### src/memOpPkg.sv
package memOpPkg;

    typedef logic [31:0] wordT;
    typedef logic [3:0]  laneT;

    // low two bits pick the size class and bit 2 the sign or side
    typedef enum logic [2:0] {
        mtByteU = 3'b000,
        mtHalfU = 3'b001,
        mtWord  = 3'b010,
        mtLeft  = 3'b011,
        mtByteS = 3'b100,
        mtHalfS = 3'b101,
        mtRight = 3'b111
    } memTypeE;

    // codes carried down the pipeline from earlier stages
    typedef enum logic [3:0] {
        excNone  = 4'd0,
        excInt   = 4'd1,
        excAdel  = 4'd2,   // fetch or load address error
        excAdes  = 4'd3,   // store address error
        excSys   = 4'd4,
        excBp    = 4'd5,
        excRi    = 4'd6,
        excEret  = 4'd7,
        excOv    = 4'd8,
        excTrap  = 4'd9,
        excCpu   = 4'd10
    } excCodeE;

endpackage

### src/memBusPkg.sv
package memBusPkg;

    typedef logic [31:0] addrT;

    // request machine of the data port
    typedef enum logic [1:0] {
        stIdle = 2'd0,
        stAddr = 2'd1,   // request up and waiting for addr ok
        stData = 2'd2    // accepted and waiting for data ok
    } ctrlStateE;

    // kseg0/kseg1 to physical by clearing the top three bits
    localparam addrT physMask = 32'h1FFF_FFFF;

endpackage

### src/storeLaneIf.sv
`timescale 1ns/1ns

interface storeLaneIf import memOpPkg::*; ();

    laneT strobe;
    wordT data;
    logic isWrite;
    logic isRead;

    modport producer (
        output strobe, data, isWrite, isRead
    );

    modport consumer (
        input strobe, data, isWrite, isRead
    );

endinterface

### src/storeAlign.sv
`timescale 1ns/1ns

module storeAlign import memOpPkg::*; (
    input  memTypeE      memType,
    input  logic [1:0]   addrLow,
    input  wordT         storeData,
    input  logic         memRead,
    input  logic         memWrite,
    storeLaneIf.producer lane
);

    laneT strobe;
    wordT data;

    always_comb begin
        strobe = '0;
        data   = '0;
        case (memType)
            mtByteU, mtByteS: begin
                strobe = 4'b0001 << addrLow;
                data   = {24'b0, storeData[7:0]} << {addrLow, 3'b000};
            end
            mtHalfU, mtHalfS: begin
                case (addrLow)
                    2'b00: begin
                        strobe     = 4'b0011;
                        data[15:0] = storeData[15:0];
                    end
                    2'b10: begin
                        strobe      = 4'b1100;
                        data[31:16] = storeData[15:0];
                    end
                    default: ;   // nothing written at odd offsets
                endcase
            end
            mtWord: begin
                strobe = 4'b1111;
                data   = storeData;
            end
            mtLeft: begin   // swl puts upper register bytes in lanes 0..offset
                case (addrLow)
                    2'b00: begin
                        strobe    = 4'b0001;
                        data[7:0] = storeData[31:24];
                    end
                    2'b01: begin
                        strobe     = 4'b0011;
                        data[15:0] = storeData[31:16];
                    end
                    2'b10: begin
                        strobe     = 4'b0111;
                        data[23:0] = storeData[31:8];
                    end
                    default: begin
                        strobe = 4'b1111;
                        data   = storeData;
                    end
                endcase
            end
            mtRight: begin  // swr puts lower register bytes in lanes offset..3
                case (addrLow)
                    2'b00: begin
                        strobe = 4'b1111;
                        data   = storeData;
                    end
                    2'b01: begin
                        strobe     = 4'b1110;
                        data[31:8] = storeData[23:0];
                    end
                    2'b10: begin
                        strobe      = 4'b1100;
                        data[31:16] = storeData[15:0];
                    end
                    default: begin
                        strobe      = 4'b1000;
                        data[31:24] = storeData[7:0];
                    end
                endcase
            end
            default: ;
        endcase
    end

    assign lane.strobe  = strobe;
    assign lane.data    = data;
    assign lane.isWrite = memWrite;
    assign lane.isRead  = memRead;

endmodule

### src/loadAlign.sv
`timescale 1ns/1ns

module loadAlign import memOpPkg::*; (
    input  memTypeE    memType,
    input  logic [1:0] addrLow,
    input  wordT       readWord,
    output wordT       loadData,
    output laneT       rfByteEn
);

    logic [7:0]  byteSel;
    logic [15:0] halfSel;

    // lane picked by the byte offset
    always_comb begin
        case (addrLow)
            2'b00:   byteSel = readWord[7:0];
            2'b01:   byteSel = readWord[15:8];
            2'b10:   byteSel = readWord[23:16];
            default: byteSel = readWord[31:24];
        endcase
    end

    assign halfSel = addrLow[1] ? readWord[31:16] : readWord[15:0];

    always_comb begin
        loadData = readWord;
        rfByteEn = 4'b1111;
        case (memType)
            mtByteU: loadData = {24'b0, byteSel};
            mtByteS: loadData = {{24{byteSel[7]}}, byteSel};
            mtHalfU: loadData = {16'b0, halfSel};
            mtHalfS: loadData = {{16{halfSel[15]}}, halfSel};
            mtWord:  loadData = readWord;
            mtLeft: begin   // lwl moves memory bytes 0..offset to the top
                case (addrLow)
                    2'b00: begin
                        loadData = {readWord[7:0], 24'b0};
                        rfByteEn = 4'b1000;
                    end
                    2'b01: begin
                        loadData = {readWord[15:0], 16'b0};
                        rfByteEn = 4'b1100;
                    end
                    2'b10: begin
                        loadData = {readWord[23:0], 8'b0};
                        rfByteEn = 4'b1110;
                    end
                    default: ;  // whole word
                endcase
            end
            mtRight: begin  // lwr moves memory bytes offset..3 to the bottom
                case (addrLow)
                    2'b01: begin
                        loadData = {8'b0, readWord[31:8]};
                        rfByteEn = 4'b0111;
                    end
                    2'b10: begin
                        loadData = {16'b0, readWord[31:16]};
                        rfByteEn = 4'b0011;
                    end
                    2'b11: begin
                        loadData = {24'b0, readWord[31:24]};
                        rfByteEn = 4'b0001;
                    end
                    default: ;
                endcase
            end
            default: ;
        endcase
    end

endmodule

### src/memAccessCtrl.sv
`timescale 1ns/1ns

module memAccessCtrl import memOpPkg::*, memBusPkg::*; (
    input  logic         clk,
    input  logic         rst,
    storeLaneIf.consumer lane,
    input  wordT         aluOut,
    input  wordT         pcIn,
    input  excCodeE      excIn,
    input  wordT         memRdata,
    input  logic         memAddrOk,
    input  logic         memDataOk,
    output logic         memReq,
    output logic         memWr,
    output addrT         memAddr,
    output laneT         memStrb,
    output wordT         memWdata,
    output logic         stall,
    output wordT         readWord
);

    ctrlStateE state;
    ctrlStateE stateNext;
    excCodeE   prevExc;
    wordT      rdataQ;
    logic      suppress;
    logic      access;
    logic      issue;
    logic      dataDone;

    always_ff @(posedge clk) begin
        if (rst) begin
            prevExc <= excNone;
        end else begin
            prevExc <= excIn;
        end
    end

    // drop faulting accesses including loads
    assign suppress = (excIn != excNone) || (pcIn[1:0] != 2'b00)
                   || (prevExc != excNone && prevExc != excEret);
    assign access   = (lane.isRead || lane.isWrite) && !suppress;
    assign issue    = (state == stIdle) && access;
    assign dataDone = (state == stData) && memDataOk;

    always_comb begin
        stateNext = state;
        case (state)
            stIdle: begin
                if (issue) begin
                    stateNext = memAddrOk ? stData : stAddr;
                end
            end
            stAddr: begin
                if (memAddrOk) begin
                    stateNext = stData;
                end
            end
            stData: begin
                if (memDataOk) begin
                    stateNext = stIdle;
                end
            end
            default: stateNext = stIdle;
        endcase
    end

    always_ff @(posedge clk) begin
        if (rst) begin
            state <= stIdle;
        end else begin
            state <= stateNext;
        end
    end

    always_ff @(posedge clk) begin
        if (dataDone) begin
            rdataQ <= memRdata;
        end
    end

    assign memReq   = issue || (state == stAddr);
    assign stall    = memReq || ((state == stData) && !memDataOk);
    assign memWr    = lane.isWrite;
    assign memAddr  = aluOut & physMask;
    assign memStrb  = lane.strobe;
    assign memWdata = lane.data;
    assign readWord = dataDone ? memRdata : rdataQ;   // held copy after data ok

endmodule

### src/memStage.sv
`timescale 1ns/1ns

module memStage import memOpPkg::*, memBusPkg::*; (
    input  logic    clk,
    input  logic    rst,
    input  memTypeE memType,
    input  logic    memRead,
    input  logic    memWrite,
    input  logic    memToReg,
    input  wordT    aluOut,
    input  wordT    storeData,
    input  wordT    pcIn,
    input  excCodeE excIn,
    input  wordT    memRdata,
    input  logic    memAddrOk,
    input  logic    memDataOk,
    output wordT    writeData,
    output laneT    rfByteEn,
    output logic    stall,
    output logic    memReq,
    output logic    memWr,
    output addrT    memAddr,
    output laneT    memStrb,
    output wordT    memWdata
);

    wordT readWord;
    wordT loadData;
    laneT loadByteEn;

    storeLaneIf laneBus ();

    storeAlign i_storeAlign (
        .memType   (memType),
        .addrLow   (aluOut[1:0]),
        .storeData (storeData),
        .memRead   (memRead),
        .memWrite  (memWrite),
        .lane      (laneBus.producer)
    );

    memAccessCtrl i_memAccessCtrl (
        .clk       (clk),
        .rst       (rst),
        .lane      (laneBus.consumer),
        .aluOut    (aluOut),
        .pcIn      (pcIn),
        .excIn     (excIn),
        .memRdata  (memRdata),
        .memAddrOk (memAddrOk),
        .memDataOk (memDataOk),
        .memReq    (memReq),
        .memWr     (memWr),
        .memAddr   (memAddr),
        .memStrb   (memStrb),
        .memWdata  (memWdata),
        .stall     (stall),
        .readWord  (readWord)
    );

    loadAlign i_loadAlign (
        .memType  (memType),
        .addrLow  (aluOut[1:0]),
        .readWord (readWord),
        .loadData (loadData),
        .rfByteEn (loadByteEn)
    );

    // partial register writes only come from loads
    assign writeData = memToReg ? loadData : aluOut;
    assign rfByteEn  = memToReg ? loadByteEn : 4'b1111;

endmodule

### config.mk
export PLATFORM = sky130hd
export DESIGN_NAME = memStage
export DESIGN_NICKNAME = d
export VERILOG_FILES = /design/src/memOpPkg.sv /design/src/memBusPkg.sv /design/src/storeLaneIf.sv /design/src/storeAlign.sv /design/src/loadAlign.sv /design/src/memAccessCtrl.sv /design/src/memStage.sv
export SDC_FILE = /design/constraint.sdc
export NUM_CORES = 1
export LEC_CHECK = 0
export CORE_MARGIN = 2
export CORE_UTILIZATION = 25
export DETAILED_ROUTE_END_ITERATION = 6
export DONT_BUFFER_PORTS = 1
export PLACE_DENSITY_LB_ADDON = 0.05
export REMOVE_ABC_BUFFERS = 1
export SLEW_MARGIN = 40
export SYNTH_ARGS = -nofsm -noshare
export SYNTH_HDL_FRONTEND = slang
export SYNTH_HIERARCHICAL = 1
export SYNTH_SLANG_ARGS = --single-unit
### constraint.sdc
create_clock -name clk -period 3 [get_ports clk]
set_input_delay 0.3 -clock clk [delete_from_list [all_inputs] [get_ports clk]]
set_output_delay 0.3 -clock clk [all_outputs]
set_load 0.01 [all_outputs]
==> results of run 1 <==
## per-layer routing
| layer | part of all wire [%] | vias to the layer above |
|---|---|---|
| met5 | 0 | - |
| met4 | 1.6 | 0 |
| met3 | 7.8 | 24 |
| met2 | 49 | 231 |
| met1 | 41 | 2301 |
| li1 | - | 2175 |
## placed cells by master, fill, tap and decap left out, drive strengths merged, types with 11 or more instances in the layout
cell type	n
mux2	67
a21oi	46
nor2	45
buf	41
dfxtp	38
mux2i	35
nand2	33
a221o	31
o21ai	26
a22oi	19
nor2b	14
nand2b	12
a21boi	12
inv	11
## cells by family after synthesis
group           after synthesis
mux                         112
simple gates                157
flops                        38
buf+inv                     129
compound gates              191
other cells                   1
## cell usage after synthesis (6+ instances only)
library cell  number  area, sq um
mux4_2            10          225
a21boi_0          11         82.6
o21ai_1            6         30.0
clkbuf_1          18         67.6
o22ai_1            6         37.5
a211oi_1           9         67.6
mux2_2            40          450
nor2_1            43          161
dfxtp_1           38          761
buf_4             76          571
a2111oi_0          7         61.3
a22oi_1           19          143
a221o_1           31          310
mux2_4            26          390
o211ai_1           7         52.6
inv_1              9         33.8
nand3_1           10         50.1
buf_6              7         78.8
o21ai_0           20          100
nor3b_1            9         67.6
a21oi_1           46          230
nand3b_1           7         52.6
buf_2             14         70.1
nand2_1           33          124
nor2b_1           13         81.3
nand2b_1          11         68.8
mux2i_1           35          350
## cell type report
class	instances	area [sq um]
repair buffers	42	349
inverters	12	45.0
multi-input cells	463	3890
clock buffers	6	139
clock inverters	2	60.1
flip-flops and latches	38	762
fillers	2288	15300
well taps	275	344
## worst paths after layout
path                               from                         end  cells past startpoint
max            i_memAccessCtrl/state[0]               writeData[22]                      9
min                                 rst    i_memAccessCtrl/state[0]                      1
max reg2reg    i_memAccessCtrl/state[0]   i_memAccessCtrl/rdataQ[6]                      6
min reg2reg  i_memAccessCtrl/rdataQ[20]  i_memAccessCtrl/rdataQ[20]                      1
## power by group
part	internal [mW]	switching, mW	leakage, nW
logic	0.252	0.291	1.74
clock network	0.500	0.232	0.0971
registers	0.529	0.00587	0.310
## state kept, by name, indices dropped and copies added (netlist names)
| name | flops |
|---|---|
| i_memAccessCtrl/rdataQ | 32 |
| i_memAccessCtrl/prevExc | 4 |
| i_memAccessCtrl/state | 2 |
## metrics by stage
| stage | hold WS [ps] | setup WS [ps] |
|---|---|---|
| final | 65.3 | -68.8 |
| after global routing | 52.4 | -187 |
| after CTS | 52.8 | -101 |
| after detailed placement | 372 | -110 |
| after global placement | 372 | -91.4 |
| after floorplan | 369 | -642 |
## repair_timing
item / CTS / global route
gates cloned: 0 / 1
setup endpoints to repair: 32 / 27
setup buffers: 0 / 1
resized for setup: 34 / 14
pin swaps: 6 / 5
==> run metrics, run 1 <==
Post-route DRC 0; Vias roughly 4700; CP Cell Sequence inv_2, nand3_4, mux2_4, mux4_2, a221o_1, buf_6, a2111oi_4, a21oi_1, mux2_4; share of cells above drive strength 1 between 20% and 30%; Netlist cell types between 60 and 70; setup slack, reg-to-reg between 1000 and 1500 ps; failing checks setup timing; final total power between 1.5 and 2 mW; max-slew violation count 0; Max-cap violations 0; leakage power 2.15 nW; Seq cells post-synth 38; f_max ~0.33 GHz; period utilisation layout 102%; Min-Delay Path Class input port to flip-flop; Die Ht between 100 and 150 microns; Final Cell Area about 5600 sq um; CP delay by family, top multiplexers; Rows between 50 and 60; GPL Wtd Cong 0.780; Finished Layout Cells 838; CTS Buf Count 5; cell mode on critical path mux2_4; area delta synth->final 5.65%; Worst Tran Pin Value ~780 ps; io pins 249; Avg WL per Cell about 24 microns; DR iter-0 viols 259; Inst Count DP 828; Post-Syn Instances between 600 and 700; largest family of logic cells by synthesized area multiplexers; setup TNS -619 ps; RSZ-0062 raised after global routing yes; PortBufs 0; Clock Path Buffers 2; async set-reset flop share out of synthesis 0%; die area roughly 22000 sq um; CTS tree yes; Final Hold Fails 0; Crit Path Category flip-flop to output port; Layout Utilization 26.8%; post-synthesis simple-gate area fraction between 10% and 20%; GRT Total Usage 16.7%; Power Dens Cells around 320 nW/um^2; clock sink count 38; M1 GR Usage about a fifth; core area roughly 21000 sq um; HPWL after DPL 13700 microns; diode count 0; Overflow after GRT 0; vias per cell 5.65; post-synthesis compound-gate area fraction about a quarter; initial antenna violation count 0; part of the Yosys area used for sequential elements roughly 14%; Post-Synth XOR/XNOR Area 0%; crit path time final 3070 ps; Worst path max stage delay approximately 500 ps; PnR worst setup slack -68.8 ps; Skew-Pair Late Insertion Delay slightly below 300 ps; gr busiest metal met2; EDFF count, synth 0; CP Max Fanout 6; WP buf/inv 2; final WL between 15000 and 20000 microns; Setup crit end kind output port; Initial Utilization between 20% and 30%; Horiz. Die Dim 150 microns; CP required roughly 2700 ps; top_reg_cell synth dfxtp_1; Synth Area in Adders 0%; Post-DP Area between 5000 and 6000 sq um; # setup viols final 18; Reg clk slew, reported paths ~60 ps; synthesized area per cell approximately 8.4 sq um; crit path DAT 2770 ps; Post-Syn Area around 5300 sq um; ANT nets after route 0; CTS H-tree lvls 2; slew margin rel. 47.7%; vias in the first global route 4743; largest net degree at the start of global routing 87; first-pass GRT wire length roughly 29000 microns; YS warnings 6; grt met2 use about 29%; drt pass-1 iters 6; CTS Root Cell clkbuf_16; status complete, but fails checks; mux cell area share after synthesis between 20% and 30%; Layout Skew around 6.2 ps; Nets around 700; cts-stage hold buffer count 0; startpoint types flip-flop; Peak supply drop around 200 uV; met3 Resource Use GR 3.78%; slowest stage cell, crit path mux4_2
Power figures use the tool's default switching activity.
==> run 2, diff against run 1 <==
Settings changed: SKIP_LAST_GASP from default to 1.
==> run 2 against run 1 <==
Maximum frequency down 0.15%. Hold slack about the same. Critical endpoint is now writeData[20]. Global-route usage unchanged. Count of clock-buffer cells in the layout did not move. Critical path type unchanged. Clock power about the same. Largest power group unchanged. Register-to-register slack barely moved. The flow still finishes with violations (setup timing).
==> run metrics, run 2 (synthesis gave the netlist of run 1 again) <==
status complete, but fails checks; failing checks setup timing; core area roughly 21000 sq um; Inst Count DP roughly 830; Max-cap violations 0; Setup crit end kind output port; max-slew violation count 0; Reg2Reg Depth 6; CP Cell Sequence inv_2, nand3_4, mux2_4, mux4_2, a221o_1, buf_4, a2111oi_2, a21oi_1, mux2_4; drt pass-1 iters 5; Min-Delay Path Class input port to flip-flop; Int Pwr around 1.3 mW; most frequent cells in the layout a21oi_1 (45), nor2_1 (42), buf_4 (39); switching power ~530 uW; first-pass GRT wire length about 29000 microns; Initial Utilization between 20% and 30%; Critical Path Start i_memAccessCtrl/state[0]; RSZ-0062 raised after global routing yes; slowest stage cell, crit path mux4_2; Horiz. Die Dim ~150 microns; PortBufs 0; vias per cell ~5.6; # setup viols final 18; io pins between 200 and 250; CTS Buf Count 5; Final Cell Area roughly 5600 sq um; die area 22400 sq um; CTS Root Cell clkbuf_16; multi-input logic area between 3000 and 4000 sq um; Clock Path Buffers 2; CP Max Fanout 6; initial antenna violation count 0; FF-to-FF Start i_memAccessCtrl/state[0]; HPWL after DPL about 14000 microns; Worst Tran Pin Value around 760 ps; clock sink count 38; clock power share between 40% and 50%; Post-route DRC 0; Worst path max stage delay 500 ps; diode count 0; cell mode on critical path mux2_4; hold slack 64.9 ps; sequential power share about 30%; area delta synth->final 5.04%; Setup crit end writeData[20]; GPL Wtd Cong 0.780; switching share of power roughly 29%; period utilisation layout 102%; Die Ht 150 microns; CP delay by family, top multiplexers; Power Dens Cells about 330 nW/um^2; Avg WL per Cell about 24 microns; Peak supply drop 199 uV; # fillers around 2300; number of flip-flops in the largest register 32; Overflow after GRT 0; combinational power share between 20% and 30%; CP required approximately 2700 ps; Biggest register i_memAccessCtrl/rdataQ; f_max 0.325 GHz; Final Hold Fails 0; Nets approximately 700; Finished Layout Cells about 840; commonest non-fill, non-tap cell in the layout a21oi_1; largest net degree at the start of global routing between 80 and 90; setup slack, reg-to-reg roughly 1500 ps; Levels on crit path 9; startpoint types flip-flop; Rows 53; vias in the first global route between 4000 and 5000; DR iter-0 viols 312; GRT Total Usage between 10% and 20%; Layout Skew 6.60 ps; WP buf/inv 2; CTS H-tree lvls 2; final total power about 1.8 mW; Reg clk slew, reported paths ~60 ps; Vias between 4000 and 5000; final WL 19800 microns; leakage power between 2 and 2.5 nW; biggest regs i_memAccessCtrl/rdataQ x32, i_memAccessCtrl/prevExc x4, i_memAccessCtrl/state x2; crit path time final between 3000 and 4000 ps; Crit Path Category flip-flop to output port; Layout Utilization between 20% and 30%; ANT nets after route 0; PnR worst setup slack -73.6 ps; FF+latch area approximately 760 sq um; share of cells above drive strength 1 28.1%; slew margin rel. around 49%; crit path DAT between 2000 and 3000 ps; Post-DP Area a little over 5000 sq um; CTS tree yes; reg2reg end i_memAccessCtrl/rdataQ[18]; Skew-Pair Late Insertion Delay between 200 and 300 ps
## run 2: cell counts in the layout (fill, tap and decap cells not counted)
Identical to the previous run, type by type.
## run 2: how the worst min path moves through the flow
stage,startpoint,to,cells past startpoint
3_3_place_gp,rst,i_memAccessCtrl/prevExc[3],1
3_5_place_dp,rst,i_memAccessCtrl/state[0],1
5_1_grt,rst,i_memAccessCtrl/state[0],1
2_1_floorplan,rst,i_memAccessCtrl/state[0],1
6_report,rst,i_memAccessCtrl/state[0],1
4_1_cts,rst,i_memAccessCtrl/state[0],1
## run 2: metal layers
metal  track usage (%)  routed length, microns  share of wire [%]
met4              4.71                     327                1.6
met3              3.78                    1550                7.8
met5                 0                       0                  0
met1              20.5                    8250                 42
met2              29.1                    9710                 49
## run 2: final cells by class
cell class,count,share of cell area (%)
multi-input combinational,463,69.4
sequential,38,13.7
timing repair buffer,42,6.28
tap,275,6.19
clock buffer,6,2.50
clock inverter,2,1.08
inverter,12,0.810
## run 2: timing repair
item,in CTS,in global routing
hold buffers,0,0
gates resized for setup,33,11
cloned,0,1
endpoints found under the setup margin,32,27
setup buffers,0,1
pin swaps,6,5
## run 2: per-stage QoR
| stage | worst slack [ps] | setup TNS, ps |
|---|---|---|
| floorplan | -642 | -10620 |
| global placement | -91.4 | -453 |
| detailed placement | -110 | -692 |
| CTS | -101 | -1440 |
| global route | -187 | -3180 |
| finish | -73.6 | -689 |
## run 2: power groups by stage
stage	clock [mW]	combinational (mW)	sequential [mW]
2_1_floorplan	0	0.380	0.544
3_3_place_gp	0	0.519	0.545
3_5_place_dp	0	0.518	0.546
4_1_cts	0.755	0.538	0.535
5_1_grt	0.777	0.583	0.537
6_report	0.734	0.538	0.535
